==> config.mk <==
export PLATFORM = sky130hd
export DESIGN_NAME = pianoTop
export DESIGN_NICKNAME = d
export VERILOG_FILES = /design/src/common/pianoPkg.sv /design/src/logic/segDecoder.sv /design/src/tiles/tileScheduler.sv /design/src/tiles/tileSlot.sv /design/src/logic/hitJudge.sv /design/src/painter/screenPainter.sv /design/src/logic/pianoTop.sv
export VERILOG_INCLUDE_DIRS = /design/src /design/src/common
export SDC_FILE = /design/constraint.sdc
export NUM_CORES = 1
export LEC_CHECK = 0
export BUFFER_PORTS_ARGS = -buffer_cell sky130_fd_sc_hd__buf_4
export CAP_MARGIN = 20
export CORE_UTILIZATION = 30
export CTS_CLUSTER_DIAMETER = 60
export CTS_CLUSTER_SIZE = 20
export DETAILED_ROUTE_END_ITERATION = 7
export PLACE_DENSITY = 0.42
export SYNTH_ARGS = -nofsm -noshare
export SYNTH_HDL_FRONTEND = slang
export SYNTH_HIERARCHICAL = 1
export SYNTH_SLANG_ARGS = --single-unit
==> constraint.sdc <==
create_clock -name CLOCK_50 -period 10.3 [get_ports CLOCK_50]
set_input_delay 0 -clock CLOCK_50 [delete_from_list [all_inputs] [get_ports CLOCK_50]]
set_output_delay 0 -clock CLOCK_50 [all_outputs]
set_load 0.02 [all_outputs]
==> src/common/pianoParams.svh <==
`ifndef PIANO_PARAMS_SVH
`define PIANO_PARAMS_SVH

// plotter field size in pixels
`define SCREEN_W 160
`define SCREEN_H 120

// column geometry
// column c starts at BORDER_W + c * (COL_W + BORDER_W)
`define COL_W 35
`define BORDER_W 4

// full height of a falling tile
`define TILE_H 40

// bottom row at or below this line counts as a hit
`define HIT_LINE 100

// clock cycles between tile steps
`define SHIFT_PERIOD 160

// clock cycles between spawn attempts
`define SPAWN_PERIOD 12000

// playfield columns and tile slots
`define NUM_COLS 4
`define NUM_SLOTS 2

`endif

==> src/common/pianoPkg.sv <==
`default_nettype none

package pianoPkg;

	// pixel column, 0..159
	typedef logic [7:0] xCoordT;

	// pixel row, 0..119
	typedef logic [6:0] yCoordT;

	// 3-bit plotter colours
	typedef enum logic [2:0] {
		BLACK  = 3'b000,
		OVER   = 3'b001,
		BORDER = 3'b010,
		BOTTOM = 3'b100,
		TILE   = 3'b111
	} colorT;

	// one of the four playfield columns
	typedef logic [1:0] colIdxT;

	// top level game sequence
	typedef enum logic [1:0] {
		SWEEP_FIELD = 2'd0,
		PLAY        = 2'd1,
		SWEEP_OVER  = 2'd2,
		WAIT_KEY    = 2'd3
	} gamePhaseT;

	// score shown as two hex digits
	typedef logic [7:0] scoreT;

endpackage

`default_nettype wire

==> src/logic/segDecoder.sv <==
`timescale 1ns/1ps
`default_nettype none

module segDecoder (
	input  wire [3:0]  digit,
	output logic [6:0] segments
);

	// segment order gfedcba, lit when low
	always_comb
	begin
		case (digit)
			4'h0: segments = 7'b1000000;
			4'h1: segments = 7'b1111001;
			4'h2: segments = 7'b0100100;
			4'h3: segments = 7'b0110000;
			4'h4: segments = 7'b0011001;
			4'h5: segments = 7'b0010010;
			4'h6: segments = 7'b0000010;
			4'h7: segments = 7'b1111000;
			4'h8: segments = 7'b0000000;
			4'h9: segments = 7'b0010000;
			4'hA: segments = 7'b0001000;
			4'hB: segments = 7'b0000011;
			4'hC: segments = 7'b1000110;
			4'hD: segments = 7'b0100001;
			4'hE: segments = 7'b0000110;
			default: segments = 7'b0001110;
		endcase
	end

endmodule

`default_nettype wire

==> src/tiles/tileScheduler.sv <==
`timescale 1ns/1ps
`default_nettype none

`include "pianoParams.svh"

module tileScheduler
	import pianoPkg::*;
(
	input  wire                   CLOCK_50,
	input  wire                   rstN,
	input  wire gamePhaseT        phase,
	input  wire [`NUM_SLOTS-1:0]  slotActive,
	output logic                  shiftTick,
	output logic [`NUM_SLOTS-1:0] spawnStrobe,
	output colIdxT                spawnCol
);

	localparam int SHIFT_W = $clog2(`SHIFT_PERIOD);
	localparam int SPAWN_W = $clog2(`SPAWN_PERIOD);

	logic [SHIFT_W-1:0]    shiftCnt;
	logic [SPAWN_W-1:0]    spawnCnt;
	colIdxT                nextCol;
	logic [`NUM_SLOTS-1:0] freeMask;
	logic                  shiftWrap;
	logic                  spawnWrap;
	logic                  spawnTick;

	assign shiftWrap = (shiftCnt == SHIFT_W'(`SHIFT_PERIOD - 1));
	assign spawnWrap = (spawnCnt == SPAWN_W'(`SPAWN_PERIOD - 1));

	// spawn attempt at count zero, right after entering PLAY
	assign spawnTick = (phase == PLAY) && (spawnCnt == '0);

	// one-hot of the lowest free slot
	always_comb
	begin
		freeMask = '0;
		// walk down so the lowest index wins
		for (int s = `NUM_SLOTS - 1; s >= 0; s--)
		begin
			if (!slotActive[s])
			begin
				freeMask = '0;
				freeMask[s] = 1'b1;
			end
		end
	end

	always_ff @(posedge CLOCK_50 or negedge rstN)
	begin
		if (!rstN)
		begin
			shiftCnt    <= '0;
			spawnCnt    <= '0;
			nextCol     <= '0;
			spawnCol    <= '0;
			shiftTick   <= 1'b0;
			spawnStrobe <= '0;
		end
		else if (phase != PLAY)
		begin
			// idle outside PLAY, rotation restarts at column 0
			shiftCnt    <= '0;
			spawnCnt    <= '0;
			nextCol     <= '0;
			shiftTick   <= 1'b0;
			spawnStrobe <= '0;
		end
		else
		begin
			shiftTick <= shiftWrap;
			shiftCnt  <= shiftWrap ? '0 : shiftCnt + 1'b1;
			spawnCnt  <= spawnWrap ? '0 : spawnCnt + 1'b1;

			// no free slot means this tick is skipped
			spawnStrobe <= spawnTick ? freeMask : '0;
			if (spawnTick && (|freeMask))
			begin
				spawnCol <= nextCol;
				nextCol  <= nextCol + 1'b1;
			end
		end
	end

endmodule

`default_nettype wire

==> src/tiles/tileSlot.sv <==
`timescale 1ns/1ps
`default_nettype none

`include "pianoParams.svh"

module tileSlot
	import pianoPkg::*;
(
	input  wire            CLOCK_50,
	input  wire            rstN,
	input  wire gamePhaseT phase,
	input  wire            shiftTick,
	input  wire            spawnStrobe,
	input  wire colIdxT    spawnCol,
	input  wire            scoredSet,
	output logic           slotActive,
	output logic           slotScored,
	output colIdxT         slotCol,
	output yCoordT         slotBottom,
	output logic           stepStrobe,
	output logic           eraseValid,
	output yCoordT         eraseY,
	output yCoordT         drawY
);

	logic       active;
	logic       scored;
	colIdxT     col;
	yCoordT     top;
	// visible rows, 0..TILE_H
	logic [5:0] height;
	yCoordT     bottomY;
	logic       stepping;
	logic       growStep;
	logic       fallStep;

	// lowest drawn row of the tile
	assign bottomY = top + yCoordT'(height) - 7'd1;

	// a spawn in the same cycle wins over a step
	assign stepping = (phase == PLAY) && active && shiftTick && !spawnStrobe;

	// still sliding in from the top edge
	assign growStep = stepping && (height < 6'(`TILE_H));

	// full height and room for one more row
	assign fallStep = stepping && (height == 6'(`TILE_H))
		&& (bottomY <= 7'(`SCREEN_H - 2));

	always_ff @(posedge CLOCK_50 or negedge rstN)
	begin
		if (!rstN)
		begin
			active     <= 1'b0;
			scored     <= 1'b0;
			col        <= '0;
			top        <= '0;
			height     <= '0;
			stepStrobe <= 1'b0;
			eraseValid <= 1'b0;
		end
		else if (phase != PLAY)
		begin
			active     <= 1'b0;
			scored     <= 1'b0;
			top        <= '0;
			height     <= '0;
			stepStrobe <= 1'b0;
			eraseValid <= 1'b0;
		end
		else
		begin
			stepStrobe <= growStep || fallStep;
			if (scoredSet)
				scored <= 1'b1;

			if (spawnStrobe)
			begin
				active <= 1'b1;
				scored <= 1'b0;
				col    <= spawnCol;
				top    <= '0;
				height <= '0;
			end
			else if (growStep)
			begin
				height     <= height + 1'b1;
				eraseValid <= 1'b0;
			end
			else if (fallStep)
			begin
				top        <= top + 1'b1;
				eraseValid <= 1'b1;
			end
			else if (stepping)
			begin
				// reached the bottom line, retire quietly
				active <= 1'b0;
			end
		end
	end

	// row numbers for the painter
	always_ff @(posedge CLOCK_50)
	begin
		if (growStep)
			drawY <= yCoordT'(height);
		else if (fallStep)
		begin
			eraseY <= top;
			drawY  <= bottomY + 7'd1;
		end
	end

	assign slotActive = active;
	assign slotScored = scored;
	assign slotCol    = col;
	// a tile with no rows yet sits above the hit zone
	assign slotBottom = (height == '0) ? '0 : bottomY;

endmodule

`default_nettype wire

==> src/logic/hitJudge.sv <==
`timescale 1ns/1ps
`default_nettype none

`include "pianoParams.svh"

module hitJudge
	import pianoPkg::*;
(
	input  wire                     CLOCK_50,
	input  wire                     rstN,
	input  wire [`NUM_COLS-1:0]     KEY,
	input  wire gamePhaseT          phase,
	input  wire [`NUM_SLOTS-1:0]    slotActive,
	input  wire [`NUM_SLOTS-1:0]    slotScored,
	input  wire colIdxT [`NUM_SLOTS-1:0] slotCol,
	input  wire yCoordT [`NUM_SLOTS-1:0] slotBottom,
	output logic [`NUM_SLOTS-1:0]   scoredSet,
	output logic                    missStrobe,
	output logic                    restartStrobe,
	output scoreT                   score
);

	localparam int CNT_W = $clog2(`NUM_SLOTS + 1);

	// keys are active low, idle high
	logic [`NUM_COLS-1:0]  keySync1;
	logic [`NUM_COLS-1:0]  keySync2;
	logic [`NUM_COLS-1:0]  keyPrev;
	logic [`NUM_COLS-1:0]  keyFall;
	logic [`NUM_COLS-1:0]  colPress;
	logic [`NUM_SLOTS-1:0] hitMask;
	logic [CNT_W-1:0]      hitCount;
	logic                  anyMiss;

	assign keyFall = keyPrev & ~keySync2;

	// KEY[3] is column 0, KEY[0] is column 3
	always_comb
	begin
		for (int c = 0; c < `NUM_COLS; c++)
			colPress[c] = keyFall[`NUM_COLS - 1 - c];
	end

	// judge every pressed column against the slots
	always_comb
	begin
		logic found;
		logic ignored;
		hitMask  = '0;
		hitCount = '0;
		anyMiss  = 1'b0;
		for (int c = 0; c < `NUM_COLS; c++)
		begin
			found   = 1'b0;
			ignored = 1'b0;
			if (colPress[c])
			begin
				for (int s = 0; s < `NUM_SLOTS; s++)
				begin
					if (!found && slotActive[s] && (slotCol[s] == colIdxT'(c))
						&& (slotBottom[s] >= 7'(`HIT_LINE)))
					begin
						// already scored tile swallows the press
						if (slotScored[s])
							ignored = 1'b1;
						else
						begin
							found      = 1'b1;
							hitMask[s] = 1'b1;
							hitCount   = hitCount + 1'b1;
						end
					end
				end
				if (!found && !ignored)
					anyMiss = 1'b1;
			end
		end
	end

	// two-flop synchroniser plus edge history
	always_ff @(posedge CLOCK_50 or negedge rstN)
	begin
		if (!rstN)
		begin
			keySync1 <= '1;
			keySync2 <= '1;
			keyPrev  <= '1;
		end
		else
		begin
			keySync1 <= KEY;
			keySync2 <= keySync1;
			keyPrev  <= keySync2;
		end
	end

	always_ff @(posedge CLOCK_50 or negedge rstN)
	begin
		if (!rstN)
		begin
			score         <= '0;
			scoredSet     <= '0;
			missStrobe    <= 1'b0;
			restartStrobe <= 1'b0;
		end
		else
		begin
			scoredSet     <= '0;
			missStrobe    <= 1'b0;
			restartStrobe <= 1'b0;
			case (phase)
				SWEEP_FIELD: score <= '0;
				PLAY:
				begin
					score      <= score + scoreT'(hitCount);
					scoredSet  <= hitMask;
					missStrobe <= anyMiss;
				end
				// any key restarts after game over
				WAIT_KEY: restartStrobe <= |keyFall;
				default: ;
			endcase
		end
	end

endmodule

`default_nettype wire

==> src/painter/screenPainter.sv <==
`timescale 1ns/1ps
`default_nettype none

`include "pianoParams.svh"

module screenPainter
	import pianoPkg::*;
(
	input  wire                     CLOCK_50,
	input  wire                     rstN,
	input  wire                     missStrobe,
	input  wire                     restartStrobe,
	input  wire [`NUM_SLOTS-1:0]    stepStrobe,
	input  wire [`NUM_SLOTS-1:0]    eraseValid,
	input  wire yCoordT [`NUM_SLOTS-1:0] eraseY,
	input  wire yCoordT [`NUM_SLOTS-1:0] drawY,
	input  wire colIdxT [`NUM_SLOTS-1:0] slotCol,
	output gamePhaseT               phase,
	output xCoordT                  vgaX,
	output yCoordT                  vgaY,
	output colorT                   vgaColor,
	output logic                    plot
);

	localparam int SLOT_W = $clog2(`NUM_SLOTS);

	// full-screen sweep position
	xCoordT sweepX;
	yCoordT sweepY;

	// one-deep job store per slot
	logic [`NUM_SLOTS-1:0] pendValid;
	logic [`NUM_SLOTS-1:0] pendErase;
	yCoordT                pendEraseY [`NUM_SLOTS];
	yCoordT                pendDrawY [`NUM_SLOTS];
	colIdxT                pendCol [`NUM_SLOTS];

	// row job in flight
	logic              busy;
	logic              inErase;
	logic [5:0]        pixCnt;
	xCoordT            jobX0;
	yCoordT            jobEraseY;
	yCoordT            jobDrawY;
	logic [SLOT_W-1:0] pickSlot;
	logic              takeJob;

	// border stripes every COL_W + BORDER_W, bottom line on top of them
	function automatic colorT fieldColor(input xCoordT x, input yCoordT y);
		colorT c;
		c = BLACK;
		for (int k = 0; k <= `NUM_COLS; k++)
		begin
			if ((x >= k * (`COL_W + `BORDER_W)) && (x < k * (`COL_W + `BORDER_W) + `BORDER_W))
				c = BORDER;
		end
		if (y == 7'(`SCREEN_H - 1))
			c = BOTTOM;
		return c;
	endfunction

	// left edge of a column
	function automatic xCoordT colStart(input colIdxT c);
		return xCoordT'(`BORDER_W + int'(c) * (`COL_W + `BORDER_W));
	endfunction

	// lowest pending slot first
	always_comb
	begin
		pickSlot = '0;
		for (int s = `NUM_SLOTS - 1; s >= 0; s--)
		begin
			if (pendValid[s])
				pickSlot = SLOT_W'(s);
		end
	end

	assign takeJob = (phase == PLAY) && !missStrobe && !busy && (|pendValid);

	// pending flags, dropped on a miss or outside PLAY
	always_ff @(posedge CLOCK_50 or negedge rstN)
	begin
		if (!rstN)
			pendValid <= '0;
		else if ((phase != PLAY) || missStrobe)
			pendValid <= '0;
		else
		begin
			for (int s = 0; s < `NUM_SLOTS; s++)
			begin
				if (takeJob && (pickSlot == SLOT_W'(s)))
					pendValid[s] <= 1'b0;
				// a new step for the same slot takes priority
				if (stepStrobe[s])
					pendValid[s] <= 1'b1;
			end
		end
	end

	// job contents
	always_ff @(posedge CLOCK_50)
	begin
		for (int s = 0; s < `NUM_SLOTS; s++)
		begin
			if (stepStrobe[s])
			begin
				pendErase[s]  <= eraseValid[s];
				pendEraseY[s] <= eraseY[s];
				pendDrawY[s]  <= drawY[s];
				pendCol[s]    <= slotCol[s];
			end
		end
		if (takeJob)
		begin
			jobX0     <= colStart(pendCol[pickSlot]);
			jobEraseY <= pendEraseY[pickSlot];
			jobDrawY  <= pendDrawY[pickSlot];
		end
	end

	// phase sequencer, sweeps and row engine
	always_ff @(posedge CLOCK_50 or negedge rstN)
	begin
		if (!rstN)
		begin
			phase    <= SWEEP_FIELD;
			sweepX   <= '0;
			sweepY   <= '0;
			busy     <= 1'b0;
			inErase  <= 1'b0;
			pixCnt   <= '0;
			plot     <= 1'b0;
			vgaX     <= '0;
			vgaY     <= '0;
			vgaColor <= BLACK;
		end
		else
		begin
			plot <= 1'b0;
			case (phase)
				SWEEP_FIELD, SWEEP_OVER:
				begin
					plot     <= 1'b1;
					vgaX     <= sweepX;
					vgaY     <= sweepY;
					vgaColor <= (phase == SWEEP_OVER) ? OVER : fieldColor(sweepX, sweepY);
					// raster order, x fastest
					if (sweepX == 8'(`SCREEN_W - 1))
					begin
						sweepX <= '0;
						if (sweepY == 7'(`SCREEN_H - 1))
						begin
							sweepY <= '0;
							phase  <= (phase == SWEEP_FIELD) ? PLAY : WAIT_KEY;
						end
						else
							sweepY <= sweepY + 1'b1;
					end
					else
						sweepX <= sweepX + 1'b1;
				end
				PLAY:
				begin
					if (missStrobe)
					begin
						// abandon any row in flight
						phase <= SWEEP_OVER;
						busy  <= 1'b0;
					end
					else if (busy)
					begin
						plot     <= 1'b1;
						vgaX     <= jobX0 + xCoordT'(pixCnt);
						vgaY     <= inErase ? jobEraseY : jobDrawY;
						vgaColor <= inErase ? BLACK : TILE;
						if (pixCnt == 6'(`COL_W - 1))
						begin
							pixCnt <= '0;
							// erase row done, draw row follows
							if (inErase)
								inErase <= 1'b0;
							else
								busy <= 1'b0;
						end
						else
							pixCnt <= pixCnt + 1'b1;
					end
					else if (takeJob)
					begin
						busy    <= 1'b1;
						inErase <= pendErase[pickSlot];
						pixCnt  <= '0;
					end
				end
				WAIT_KEY:
				begin
					if (restartStrobe)
						phase <= SWEEP_FIELD;
				end
				default: phase <= SWEEP_FIELD;
			endcase
		end
	end

endmodule

`default_nettype wire

==> src/logic/pianoTop.sv <==
`timescale 1ns/1ps
`default_nettype none

`include "pianoParams.svh"

module pianoTop
	import pianoPkg::*;
(
	input  wire              CLOCK_50,
	input  wire              rstN,
	input  wire [3:0]        KEY,
	output xCoordT           vgaX,
	output yCoordT           vgaY,
	output colorT            vgaColor,
	output logic             plot,
	output logic [6:0]       HEX0,
	output logic [6:0]       HEX1
);

	gamePhaseT phase;

	// scheduler to slots
	logic                   shiftTick;
	logic [`NUM_SLOTS-1:0]  spawnStrobe;
	colIdxT                 spawnCol;

	// per-slot status, packed by slot index
	logic [`NUM_SLOTS-1:0]  slotActive;
	logic [`NUM_SLOTS-1:0]  slotScored;
	colIdxT [`NUM_SLOTS-1:0] slotCol;
	yCoordT [`NUM_SLOTS-1:0] slotBottom;

	// per-slot row requests to the painter
	logic [`NUM_SLOTS-1:0]  stepStrobe;
	logic [`NUM_SLOTS-1:0]  eraseValid;
	yCoordT [`NUM_SLOTS-1:0] eraseY;
	yCoordT [`NUM_SLOTS-1:0] drawY;

	// judge outputs
	logic [`NUM_SLOTS-1:0]  scoredSet;
	logic                   missStrobe;
	logic                   restartStrobe;
	scoreT                  score;

	tileScheduler uScheduler (
		.CLOCK_50    (CLOCK_50),
		.rstN        (rstN),
		.phase       (phase),
		.slotActive  (slotActive),
		.shiftTick   (shiftTick),
		.spawnStrobe (spawnStrobe),
		.spawnCol    (spawnCol)
	);

	for (genvar s = 0; s < `NUM_SLOTS; s++)
	begin : gSlot
		tileSlot uSlot (
			.CLOCK_50    (CLOCK_50),
			.rstN        (rstN),
			.phase       (phase),
			.shiftTick   (shiftTick),
			.spawnStrobe (spawnStrobe[s]),
			.spawnCol    (spawnCol),
			.scoredSet   (scoredSet[s]),
			.slotActive  (slotActive[s]),
			.slotScored  (slotScored[s]),
			.slotCol     (slotCol[s]),
			.slotBottom  (slotBottom[s]),
			.stepStrobe  (stepStrobe[s]),
			.eraseValid  (eraseValid[s]),
			.eraseY      (eraseY[s]),
			.drawY       (drawY[s])
		);
	end

	hitJudge uJudge (
		.CLOCK_50      (CLOCK_50),
		.rstN          (rstN),
		.KEY           (KEY),
		.phase         (phase),
		.slotActive    (slotActive),
		.slotScored    (slotScored),
		.slotCol       (slotCol),
		.slotBottom    (slotBottom),
		.scoredSet     (scoredSet),
		.missStrobe    (missStrobe),
		.restartStrobe (restartStrobe),
		.score         (score)
	);

	screenPainter uPainter (
		.CLOCK_50      (CLOCK_50),
		.rstN          (rstN),
		.missStrobe    (missStrobe),
		.restartStrobe (restartStrobe),
		.stepStrobe    (stepStrobe),
		.eraseValid    (eraseValid),
		.eraseY        (eraseY),
		.drawY         (drawY),
		.slotCol       (slotCol),
		.phase         (phase),
		.vgaX          (vgaX),
		.vgaY          (vgaY),
		.vgaColor      (vgaColor),
		.plot          (plot)
	);

	// low nibble on HEX0, high nibble on HEX1
	segDecoder uHex0 (
		.digit    (score[3:0]),
		.segments (HEX0)
	);

	segDecoder uHex1 (
		.digit    (score[7:4]),
		.segments (HEX1)
	);

endmodule

`default_nettype wire

# Yosys cells after proc, flatten, opt, wreduce, memory -nomap -nowiden
# Memories as Yosys holds them, arrays and structs flattened. A register that Yosys moved wholly into a read port is not among the register bits.
# Index checks and enable logic that the tools add are counted.
# classes
add_sub_neg,26
n_mul,1
order_cmp,16
n_eq_ne,30
mux,202
bitwise_logic,7
n_reduce_logical,110
# op_table
cell,count
2-to-1 mux 1 bit,112
2-to-1 mux 7 bit,14
2-to-1 mux 2 bit,45
2-to-1 mux 6 bit,13
logical AND 1 bit,47
2-to-1 mux 8 bit,5
nonzero test 3 bit,12
adder 7 x 1 -> 7 bit (second input constant),5
one-hot mux 8 bit (2 select lines),2
2-to-1 mux 14 bit,2
AND reduction 2 bit,10
adder 6 x 1 -> 6 bit (second input constant),3
== test 6 bit (second input constant),3
adder 2 x 1 -> 2 bit (second input constant),8
adder 8 x 1 -> 8 bit (second input constant),2
== test 8 bit (second input constant),2
>= comparator 8 x 7 -> 1 bit (second input constant),2
zero test 1 bit,16
< comparator 8 x 7 -> 1 bit (second input constant),2
!= test 2 x 1 -> 1 bit (second input constant),8
2-to-1 mux 3 bit,5
adder 14 x 1 -> 14 bit (second input constant),1
adder 7 x 6 -> 7 bit,2
== test 14 bit (second input constant),1
35 further kinds,70
# totals
register_bits,175
ram_bits,32
rom_bits,224
inputBits,6
wordCells,445
memories,5
# memory_table
name,words,width,read_ports,rd_ports_with_merged_regs,wr,line_no,text
(no name shown),16,7,1,0,0,segDecoder.sv:12,case (digit)
(no name shown),16,7,1,0,0,segDecoder.sv:12,
uPainter.pendDrawY,2,7,1,1,2,screenPainter.sv:35,yCoordT pendDrawY [`NUM_SLOTS];
uPainter.pendEraseY,2,7,1,1,2,screenPainter.sv:34,yCoordT pendEraseY [`NUM_SLOTS];
uPainter.pendCol,2,2,1,0,2,screenPainter.sv:36,colIdxT pendCol [`NUM_SLOTS];

# Depth between registers and ports, before layout
# Gate-level depths: netlist of the first run.
# logic_depth
ltp_word,39
mapped_depth,28
mapped_depth_nobuf,28

# Cells and area by module
# Netlist of the first run, hierarchy kept.
# modules_own_cells
module,n_inst,cells_each,area_each_um2,seq_area_each_um2
screenPainter,1,386,4544.4,2712.6
tileSlot,2,202,2001.9,885.8
hitJudge,1,140,1410.1,615.6
tileScheduler,1,134,1395.1,725.7
segDecoder,2,32,275.3,0.0

# Least setup slack after synthesis of the first run
# Ideal clock, no wire load.
# synth_path
path_kind,register to register
from,reg gSlot[0].uSlot.height[1]
to,reg uJudge.score[6]
setup_time_ns,0.133
arrival_ns,4.649
path_slack_ns,5.518
path_stages_with_launch,26
path_cell_list,dfrtp_1 > inv_1 > ha_1 > inv_1 > ha_1 > inv_1 > fa_1 > xor2_2 > nor2_1 > nor3_1 > nor3_2 > nand2_1 > inv_1 > ha_1 > nand2b_2 > nor4_1 > a31oi_1 > maj3_2 > a32oi_2 > xor2_1 > fa_1 > nor2_1 > nand3_1 > a21o_1 > nand2_1 > o31ai_1
# synth_lines
element,line_no,text
start: declaration,tileSlot.sv:31,logic [5:0] height;
start signal: assignment,tileSlot.sv:87,height <= height + 1'b1;
end signal: assignment,hitJudge.sv:115,score <= score + scoreT'(hitCount);
end: declaration,hitJudge.sv:20,output scoreT score

==> flow_metrics.tcl, run 1 <==
set metrics [dict create \
    finalClockSkew_ps 24.75 \
    r2r_start "gSlot[0].uSlot/height[1]$_DFFE_PN0P_" \
    drt-pass1-iter-count 4 \
    arrival_ps 5850 \
    power.density_nw_per_um2 138.8 \
    wire_per_inst_microns 15.84 \
    slew_violations 0 \
    layout.cell_area.non_filler_sq_um 13700 \
    hold_viol_final 0 \
    cts_max_level 1 \
    initial_utilization_pct 30.61 \
    coreArea_sq_um 38830 \
    end_kind "register" \
    hold_slack_ps 21.20 \
    setup_viol 0 \
    fin_util_pct 35.28 \
    fin_ws_ps 4873 \
    layout_common_cells "dfrtp_1, nor2_1, nand2_1" \
    final_layout_size_suffix_gt1_share_pct 15.13 \
    clock_latency_ps 550 \
    dpl_worst_slack_ps 4941 \
    cp-startpoint "gSlot[0].uSlot/height[1]$_DFFE_PN0P_" \
    fin_nets 1243 \
    finalWeightedCongestion 0.7914 \
    dieArea_sq_um 40410 \
    min_period_ps 5427 \
    synth_area_per_cell_sq_um 10.57 \
    synth_area_sq_um 11880 \
    tns_ps 0 \
    grt_usage_pct 13.65 \
    placed_cell_area_sq_um 12650 \
    clock_sinks 217 \
    slew_headroom_pct 30.77 \
    drt_iter0_drc 372 \
    postCtsSetupBuffers 0 \
    postSynthCellCount 1124 \
    p_leak_nw 5.423 \
    cap_violations 0 \
    r2r_cells 27 \
    io-pin-count 39 \
    first_global_vias 8090 \
    status "complete, no violations" \
    io_buffers 38 \
    startpoint_type "register" \
    grt_pass1_wl_mm 45.01 \
    endpoint "uJudge/score[6]$_DFFE_PN0P_" \
    max_freq_mhz 184.3 \
    tightest_slew_ps 1025 \
    worstSetupPathType "reg2reg" \
    rrSetupSlack_ps 4870 \
    fin_crit_sh_pct 52.69 \
    ys_warn_count 6 \
    final_common_cell "dfrtp_1" \
    ir_worst_vdd_mv 0.09956 \
    n_antenna_cell 0 \
    dp_hpwl_mm 19.35 \
    die_w_microns 201.0 \
    num_vias 8064 \
    cts_resized 0 \
    rsz0062_at_grt "no" \
    placement_rows 72 \
    die_y_microns 201.0 \
    cts_tree "yes" \
    clkTransAtPathRegs_ps 70 \
    root_buffer "clkbuf_16" \
    clk_path_buf_depth 3 \
    critical_path.max_fanout 7 \
    ant_nets 0 \
    grt_max_degree 73 \
    crit_required_ps 10720 \
    syn-num-nets 1205 \
    areaGrowthSynthToFinish_pct 15.28 \
    hold_class "in2async" \
    worstReg2RegEnd "uJudge/score[6]$_DFFE_PN0P_" \
    drc 0 \
    vias_per_cell 4.741 \
    drt-total-wl_mm 26.95 \
    antenna_found_initial 0 \
    tritoncts.num_buffers 27 \
    grt_overflow 0 \
]
repair_timing:
| action | CTS | global route |
|---|---|---|
| hold endpoints to repair | 69 | 0 |
| endpoints found under the setup margin | 0 | 0 |
| hold buffers | 5 | 0 |
through the flow:
| step | instances | power (W) |
|---|---|---|
| 5_1_grt | 1701 | 0.001976 |
| 4_1_cts | 1700 | 0.001940 |
| 2_1_floorplan | 1124 | 0.0009145 |
| 6_report | 1701 | 0.001902 |
| 3_5_place_dp | 1645 | 0.0009301 |
| 3_3_place_gp | 1645 | 0.0009303 |
worst min path at each step:
stage	start	slack, ps	endpoint	depth (start not counted)
floorplan	rstN	-300	gSlot[0].uSlot/eraseValid$_DFFE_PN0P_	0
global placement	rstN	80	uPainter/vgaY[3]$_DFFE_PN0P_	1
detailed placement	rstN	80	uPainter/vgaY[6]$_DFFE_PN0P_	1
CTS	rstN	40	gSlot[0].uSlot/top[5]$_DFFE_PN0P_	2
global route	rstN	70	uPainter/vgaY[6]$_DFFE_PN0P_	2
finish	rstN	20	uPainter/vgaY[6]$_DFFE_PN0P_	2
report_power, final:
| part | internal [W] | leakage [nW] | switching (W) |
|---|---|---|---|
| clock network | 0.000550 | 0.471 | 0.000437 |
| registers | 0.000894 | 2.36 | 0.00000124 |
| logic | 0.00000548 | 2.59 | 0.0000141 |
registers in the layout, indices dropped and copies added (netlist names), 6 cells and up:
| register | flops |
|---|---|
| uPainter/pendEraseY | 14 |
| gSlot.uSlot/drawY | 14 |
| uPainter/vgaX | 8 |
| uScheduler/spawnCnt | 14 |
| uPainter/pendDrawY | 14 |
| uJudge/score | 8 |
| uPainter/pixCnt | 6 |
| uPainter/jobEraseY | 7 |
| gSlot.uSlot/height | 12 |
| gSlot.uSlot/eraseY | 14 |
| uPainter/sweepX | 8 |
| uPainter/jobDrawY | 7 |
| uScheduler/shiftCnt | 8 |
| gSlot.uSlot/top | 14 |
| uPainter/sweepY | 7 |
| uPainter/vgaY | 7 |
layout make-up:
class / count / area (sq um)
tap: 518 / 648.1
clock buffer: 30 / 696.9
multi-input combinational: 782 / 5525
fill: 3890 / 25130
sequential: 217 / 5826
timing repair buffer: 49 / 404.1
clock inverter: 20 / 275.3
inverter: 85 / 324.1
worst max-delay path: stages, from the launching register on:
cell and delay [ps]:
dfrtp_1 390, inv_1 140, ha_1 250, inv_1 60, ha_1 180, inv_1 60, fa_1 420, nand2b_1 180
a21oi_2 180, xnor2_1 100, nor2_1 100, nand3_1 150, nor3_2 420, nand2_1 140, inv_1 100, ha_1 130
nand2b_2 60, nor4_1 300, a31oi_1 160, maj3_2 380, a32oi_2 210, xor2_1 120, fa_1 470, nor2_1 160
nand3_1 120, a21o_1 210, nand2_1 60, o31ai_1 70
routing by layer:
metal,vias to the layer above,routed length [microns],global-route usage (%)
li1,4046,-,-
met1,3874,13650,19.60
met2,101,11970,21.50
met3,43,706,1.883
met4,0,624,3.517
met5,-,0,0
No activity file was read; power rests on OpenSTA's default activity.
==> run 2: changes to the inputs <==
--- a/config.mk
+++ b/config.mk
@@ -6,6 +6,7 @@
 export SDC_FILE = /design/constraint.sdc
 export NUM_CORES = 1
 export LEC_CHECK = 0
+export ABC_AREA = 1
 export BUFFER_PORTS_ARGS = -buffer_cell sky130_fd_sc_hd__buf_4
 export CAP_MARGIN = 20
 export CORE_UTILIZATION = 30
==> constraint.sdc (replaced) <==
create_clock -name CLOCK_50 -period 5.6 [get_ports CLOCK_50]
set_input_delay 0 -clock CLOCK_50 [delete_from_list [all_inputs] [get_ports CLOCK_50]]
set_output_delay 0 -clock CLOCK_50 [all_outputs]
set_load 0.02 [all_outputs]
==> flow_metrics.tcl, run 2 <==
set metrics [dict create \
    status "complete, no violations" \
    tritoncts.num_buffers 29 \
    die_y_microns 204.2 \
    crit_required_ps 6060 \
    layout_common_cells "nand2_1, inv_1, nor2_1" \
    finalWeightedCongestion 0.8050 \
    placement_rows 73 \
    synth_area_per_cell_sq_um 8.550 \
    areaGrowthSynthToFinish_pct 15.54 \
    postCtsSetupBuffers 0 \
    final_layout_size_suffix_gt1_share_pct 14.28 \
    critical_path.max_fanout 5 \
    r2r_start "gSlot[0].uSlot/top[1]$_DFFE_PN0P_" \
    fin_nets 1571 \
    fin_crit_sh_pct 89.12 \
    clk_path_buf_depth 3 \
    r2r_cells 34 \
    rsz0062_at_grt "no" \
    dieArea_sq_um 41680 \
    slowest_stage "fa_1" \
    tightest_slew_ps 933.4 \
    clkTransAtPathRegs_ps 70 \
    first_global_vias 9186 \
    finalClockSkew_ps 12.00 \
    clock_latency_ps 560 \
    endpoint "uJudge/score[6]$_DFFE_PN0P_" \
    drt-pass1-iter-count 5 \
    max_freq_mhz 200.4 \
    worstReg2RegEnd "uJudge/score[6]$_DFFE_PN0P_" \
    coreArea_sq_um 40010 \
    cap_violations 0 \
    ys_warn_count 6 \
    num_vias 9220 \
    die_w_microns 204.2 \
    cpMostUsedCell "nand2_1" \
    dp_cells 1979 \
    clock_sinks 217 \
    hold_class "in2async" \
    root_buffer "clkbuf_16" \
    drt_iter0_drc 496 \
    drt-total-wl_mm 28.39 \
    final_common_cell "nand2_1" \
    grt_overflow 0 \
    p_leak_nw 6.311 \
    worstSetupPathType "reg2reg" \
    arrival_ps 5450 \
    grt_max_degree 82 \
    hold_viol_final 0 \
    power.density_nw_per_um2 252.7 \
    cp-startpoint "gSlot[0].uSlot/top[1]$_DFFE_PN0P_" \
    startpoint_type "register" \
    syn-num-nets 1515 \
    vias_per_cell 4.524 \
    ir_worst_vdd_mv 0.2069 \
    min_period_ps 4991 \
    antenna_found_initial 0 \
    io_buffers 38 \
    setup_viol 0 \
    synth_area_sq_um 12260 \
    slew_headroom_pct 37.77 \
    n_antenna_cell 0 \
    io-pin-count 39 \
    drc 0 \
    initial_utilization_pct 30.65 \
    cts_tree "yes" \
    grt_pass1_wl_mm 47.87 \
    end_kind "register" \
    cts_max_level 1 \
    tns_ps 0 \
    fin_cells 2038 \
    critPathMaxStageDelay_ps 400 \
    slew_violations 0 \
    ant_nets 0 \
    wire_per_inst_microns 13.93 \
    rrSetupSlack_ps 610 \
    postSynthCellCount 1434 \
    dp_hpwl_mm 21.08 \
    grt_usage_pct 14.19 \
]
==> run 2: cell types whose count changed in the layout (fill, tap and decap cells not counted), moves of 23 or more <==
cell / previous run / this run
nand2_1: 101 / 336
inv_1: 82 / 197
nand3_1: 29 / 82
nor2_1: 118 / 152
mux2i_1: 32 / 0
xnor2_1: 32 / 4
nand2_2: 1 / 27
nand2b_1: 23 / 0
==> run 2: per-layer routing <==
metal / vias to the layer above / track usage, % / wire length (microns)
li1: 4795 / - / -
met5: - / 0 / 0
met2: 116 / 24.29 / 13440
met4: 0 / 3.172 / 499
met3: 32 / 2.216 / 893
met1: 4277 / 18.73 / 13560
==> run 2: worst min-delay path by stage <==
stage / to / cells past startpoint / startpoint
2_1_floorplan: gSlot[0].uSlot/eraseValid$_DFFE_PN0P_ / 0 / rstN
3_3_place_gp: uJudge/keySync1[3]$_DFF_PN1_ / 1 / KEY[3]
3_5_place_dp: uJudge/keySync1[3]$_DFF_PN1_ / 1 / KEY[3]
4_1_cts: uJudge/keySync1[2]$_DFF_PN1_ / 2 / KEY[2]
5_1_grt: uJudge/keySync1[0]$_DFF_PN1_ / 2 / KEY[0]
6_report: uPainter/pixCnt[4]$_DFFE_PN0P_ / 2 / rstN
==> run 2: metrics by stage <==
| stage | util, % | total power (W) | area, sq um | hold WS (ps) | worst slack (ps) |
|---|---|---|---|---|---|
| after floorplan | - | 0.001682 | 12260 | -295.6 | 1112 |
| after global placement | 32.75 | 0.001710 | 13100 | 109.4 | 743.3 |
| after detailed placement | 32.75 | 0.001710 | 13100 | 110.6 | 638.9 |
| after CTS | 35.41 | 0.003653 | 14170 | 52.97 | 607.0 |
| after global routing | 35.41 | 0.003713 | 14170 | 63.45 | 36.67 |
| final | 35.41 | 0.003579 | 14170 | 58.09 | 609.4 |
==> run 2: worst max-delay path: cells and delay by family (launching register included) <==
family                     cells  cell delay (ps)
and+or+nand+nor               19             1940
adders and majority gates      6             1700
buffers and inverters          7              500
DFF                            1              390
AOI/OAI and AO/OA              2              360
==> run 2: report_power, final <==
| part | total [W] | switching, W | internal, W |
|---|---|---|---|
| combinational | 0.0000336 | 0.0000265 | 0.00000708 |
| sequential | 0.00165 | 0.00000178 | 0.00164 |
| clock | 0.00190 | 0.000841 | 0.00106 |
==> run 2: repair_timing <==
action,CTS,global route
resized for setup,0,0
endpoints found under the hold margin,73,0
hold buffers,5,0
==> run 2: area by class of cell <==
cell class | instances | area [sq um]
Fill cell | 4126 | 25840
Clock buffer | 29 | 725.7
Timing Repair Buffer | 45 | 354.1
Tap cell | 525 | 656.9
Inverter | 220 | 828.3
Sequential cell | 217 | 5826
Clock inverter | 25 | 290.3
Multi-Input combinational cell | 977 | 5485
==> run 3: changes to the inputs <==
--- a/config.mk
+++ b/config.mk
@@ -6,7 +6,6 @@
 export SDC_FILE = /design/constraint.sdc
 export NUM_CORES = 1
 export LEC_CHECK = 0
-export ABC_AREA = 1
 export BUFFER_PORTS_ARGS = -buffer_cell sky130_fd_sc_hd__buf_4
 export CAP_MARGIN = 20
 export CORE_UTILIZATION = 30
==> flow_metrics.tcl, run 3 (synthesis gave the netlist of run 1 again) <==
set metrics [dict create \
    status "complete, no violations" \
    pwr-share-comb_pct 1.0 \
    clkTransAtPathRegs_ps 70 \
    ant_nets 0 \
    fin_nets 1242 \
    die_w_microns 201.0 \
    fin_util_pct 35.21 \
    grt_pass1_wl_mm 44.97 \
    fin_crit_sh_pct 91.21 \
    grt_usage_pct 13.62 \
    grt_max_degree 100 \
    coreArea_sq_um 38830 \
    vias_per_cell 4.699 \
    clockPowerShare_pct 51.8 \
    startpoint_type "register" \
    placement_rows 72 \
    dp_hpwl_mm 19.13 \
    io-pin-count 39 \
    cts_max_level 1 \
    final_common_cell "dfrtp_1" \
    initial_utilization_pct 30.61 \
    setup_viol 0 \
    postCtsSetupBuffers 0 \
    io_buffers 38 \
    drt-total-wl_mm 26.63 \
    antenna_found_initial 0 \
    switchingPower_w 0.0008035 \
    critPathMaxStageDelay_ps 420 \
    num_vias 7983 \
    wire_per_inst_microns 15.67 \
    arrival_ps 5510 \
    cts_tree "yes" \
    drt_iter0_drc 398 \
    p_int_w 0.002682 \
    drt-pass1-iter-count 4 \
    p_leak_nw 5.407 \
    slew_violations 0 \
    clock_latency_ps 550 \
    rsz0062_at_grt "no" \
    cap_violations 0 \
    worstSetupPathType "reg2reg" \
    fillCellCount 3909 \
    seq_power_share_pct 47.2 \
    final_layout_size_suffix_gt1_share_pct 15.41 \
    max_freq_mhz 195.8 \
    n_antenna_cell 0 \
    root_buffer "clkbuf_16" \
    grt_overflow 0 \
    swShare_pct 23.06 \
    die_y_microns 201.0 \
    hold_viol_final 0 \
    finalClockSkew_ps 16.03 \
    finalWeightedCongestion 0.7761 \
    hold_class "in2reg" \
    critical_path.max_fanout 3 \
    areaGrowthSynthToFinish_pct 15.05 \
    slew_headroom_pct 28.55 \
    tightest_slew_ps 1058 \
    ir_worst_vdd_mv 0.1535 \
    tns_ps 0 \
    clock_sinks 217 \
    min_period_ps 5108 \
    layout_common_cells "dfrtp_1, nor2_1, nand2_1" \
    drc 0 \
    power.density_nw_per_um2 254.9 \
    slowest_stage "fa_1" \
    tritoncts.num_buffers 26 \
    end_kind "register" \
    clk_path_buf_depth 3 \
    dieArea_sq_um 40410 \
    crit_required_ps 6000 \
    first_global_vias 8129 \
]
run 3: changes by cell type in the layout (fill, tap and decap cells not counted), sizes merged, moves of 16 or more:
cell and change:
a21oi -16, and3 +16, inv -138, mux2 +21
mux2i +32, nand2 -264, nand2b +24, nand3 -58
nor2 -58, xnor2 +28
run 3: worst paths after layout:
kind                                                        start                            to  slack [ps]  cells past startpoint
worst min register to register       uJudge/keySync1[0]$_DFF_PN1_  uJudge/keySync2[0]$_DFF_PN1_         360                      0
max in group asynchronous                                    rstN  uJudge/keySync2[0]$_DFF_PN1_        4270                      3
worst min-delay path                                       KEY[0]  uJudge/keySync1[0]$_DFF_PN1_         120                      2
min in group asynchronous                                    rstN  uPainter/vgaY[6]$_DFFE_PN0P_         150                      2
worst max register to register  gSlot[0].uSlot/top[1]$_DFFE_PN0P_   uJudge/score[7]$_DFFE_PN0P_         490                     28
worst max-delay path            gSlot[0].uSlot/top[1]$_DFFE_PN0P_   uJudge/score[7]$_DFFE_PN0P_         490                     28
run 3: power groups by stage:
stage	Sequential (W)	Combinational (W)	Clock (W)
2_1_floorplan	0.00168	0.00000540	0
5_1_grt	0.00165	0.0000392	0.00194
6_report	0.00165	0.0000333	0.00181
4_1_cts	0.00165	0.0000361	0.00188
3_3_place_gp	0.00168	0.0000335	0
3_5_place_dp	0.00168	0.0000332	0
run 3: routing by layer:
metal	vias up	track usage, %	wire length (microns)
met2	97	21.92	12130
li1	4059	-	-
met3	38	1.932	759
met1	3789	19.11	13170
met4	0	3.544	568
met5	-	0	0
run 3: what timing repair did:
action,4_1_cts,5_1_grt
setup endpoints to repair,0,2
hold buffers,5,0
gates resized for setup,0,4
hold endpoints to repair,94,0
run 3: critical path, delay by kind of cell (launching register included):
| family | cells | cell delay [ps] |
|---|---|---|
| adder cells (fa/ha/maj) | 6 | 1650 |
| AND/OR/NAND/NOR | 10 | 1560 |
| AO/OA/AOI/OAI | 6 | 910 |
| flip-flops | 1 | 380 |
| buffers and inverters | 4 | 280 |
| XOR/XNOR | 2 | 210 |
run 3: layout make-up:
class	instances	area [sq um]	area share, %
clock buffer	30	690.7	5.052
tap	518	648.1	4.741
sequential	217	5826	42.61
clock inverter	18	260.3	1.904
inverter	85	324.1	2.370
multi-input combinational	782	5539	40.51
timing repair buffer	49	384.1	2.810
run 3: through the flow:
stage	setup WS [ps]	instances	area [sq um]	total power [W]	hold WS, ps
after floorplan	817.9	1124	11880	0.001682	-295.6
after global placement	468.7	1646	12660	0.001711	111.1
after detailed placement	430.6	1646	12660	0.001711	111.0
after CTS	393.3	1699	13660	0.003557	87.88
after global routing	35.74	1699	13670	0.003622	106.8
final	492.1	1699	13670	0.003485	116.0
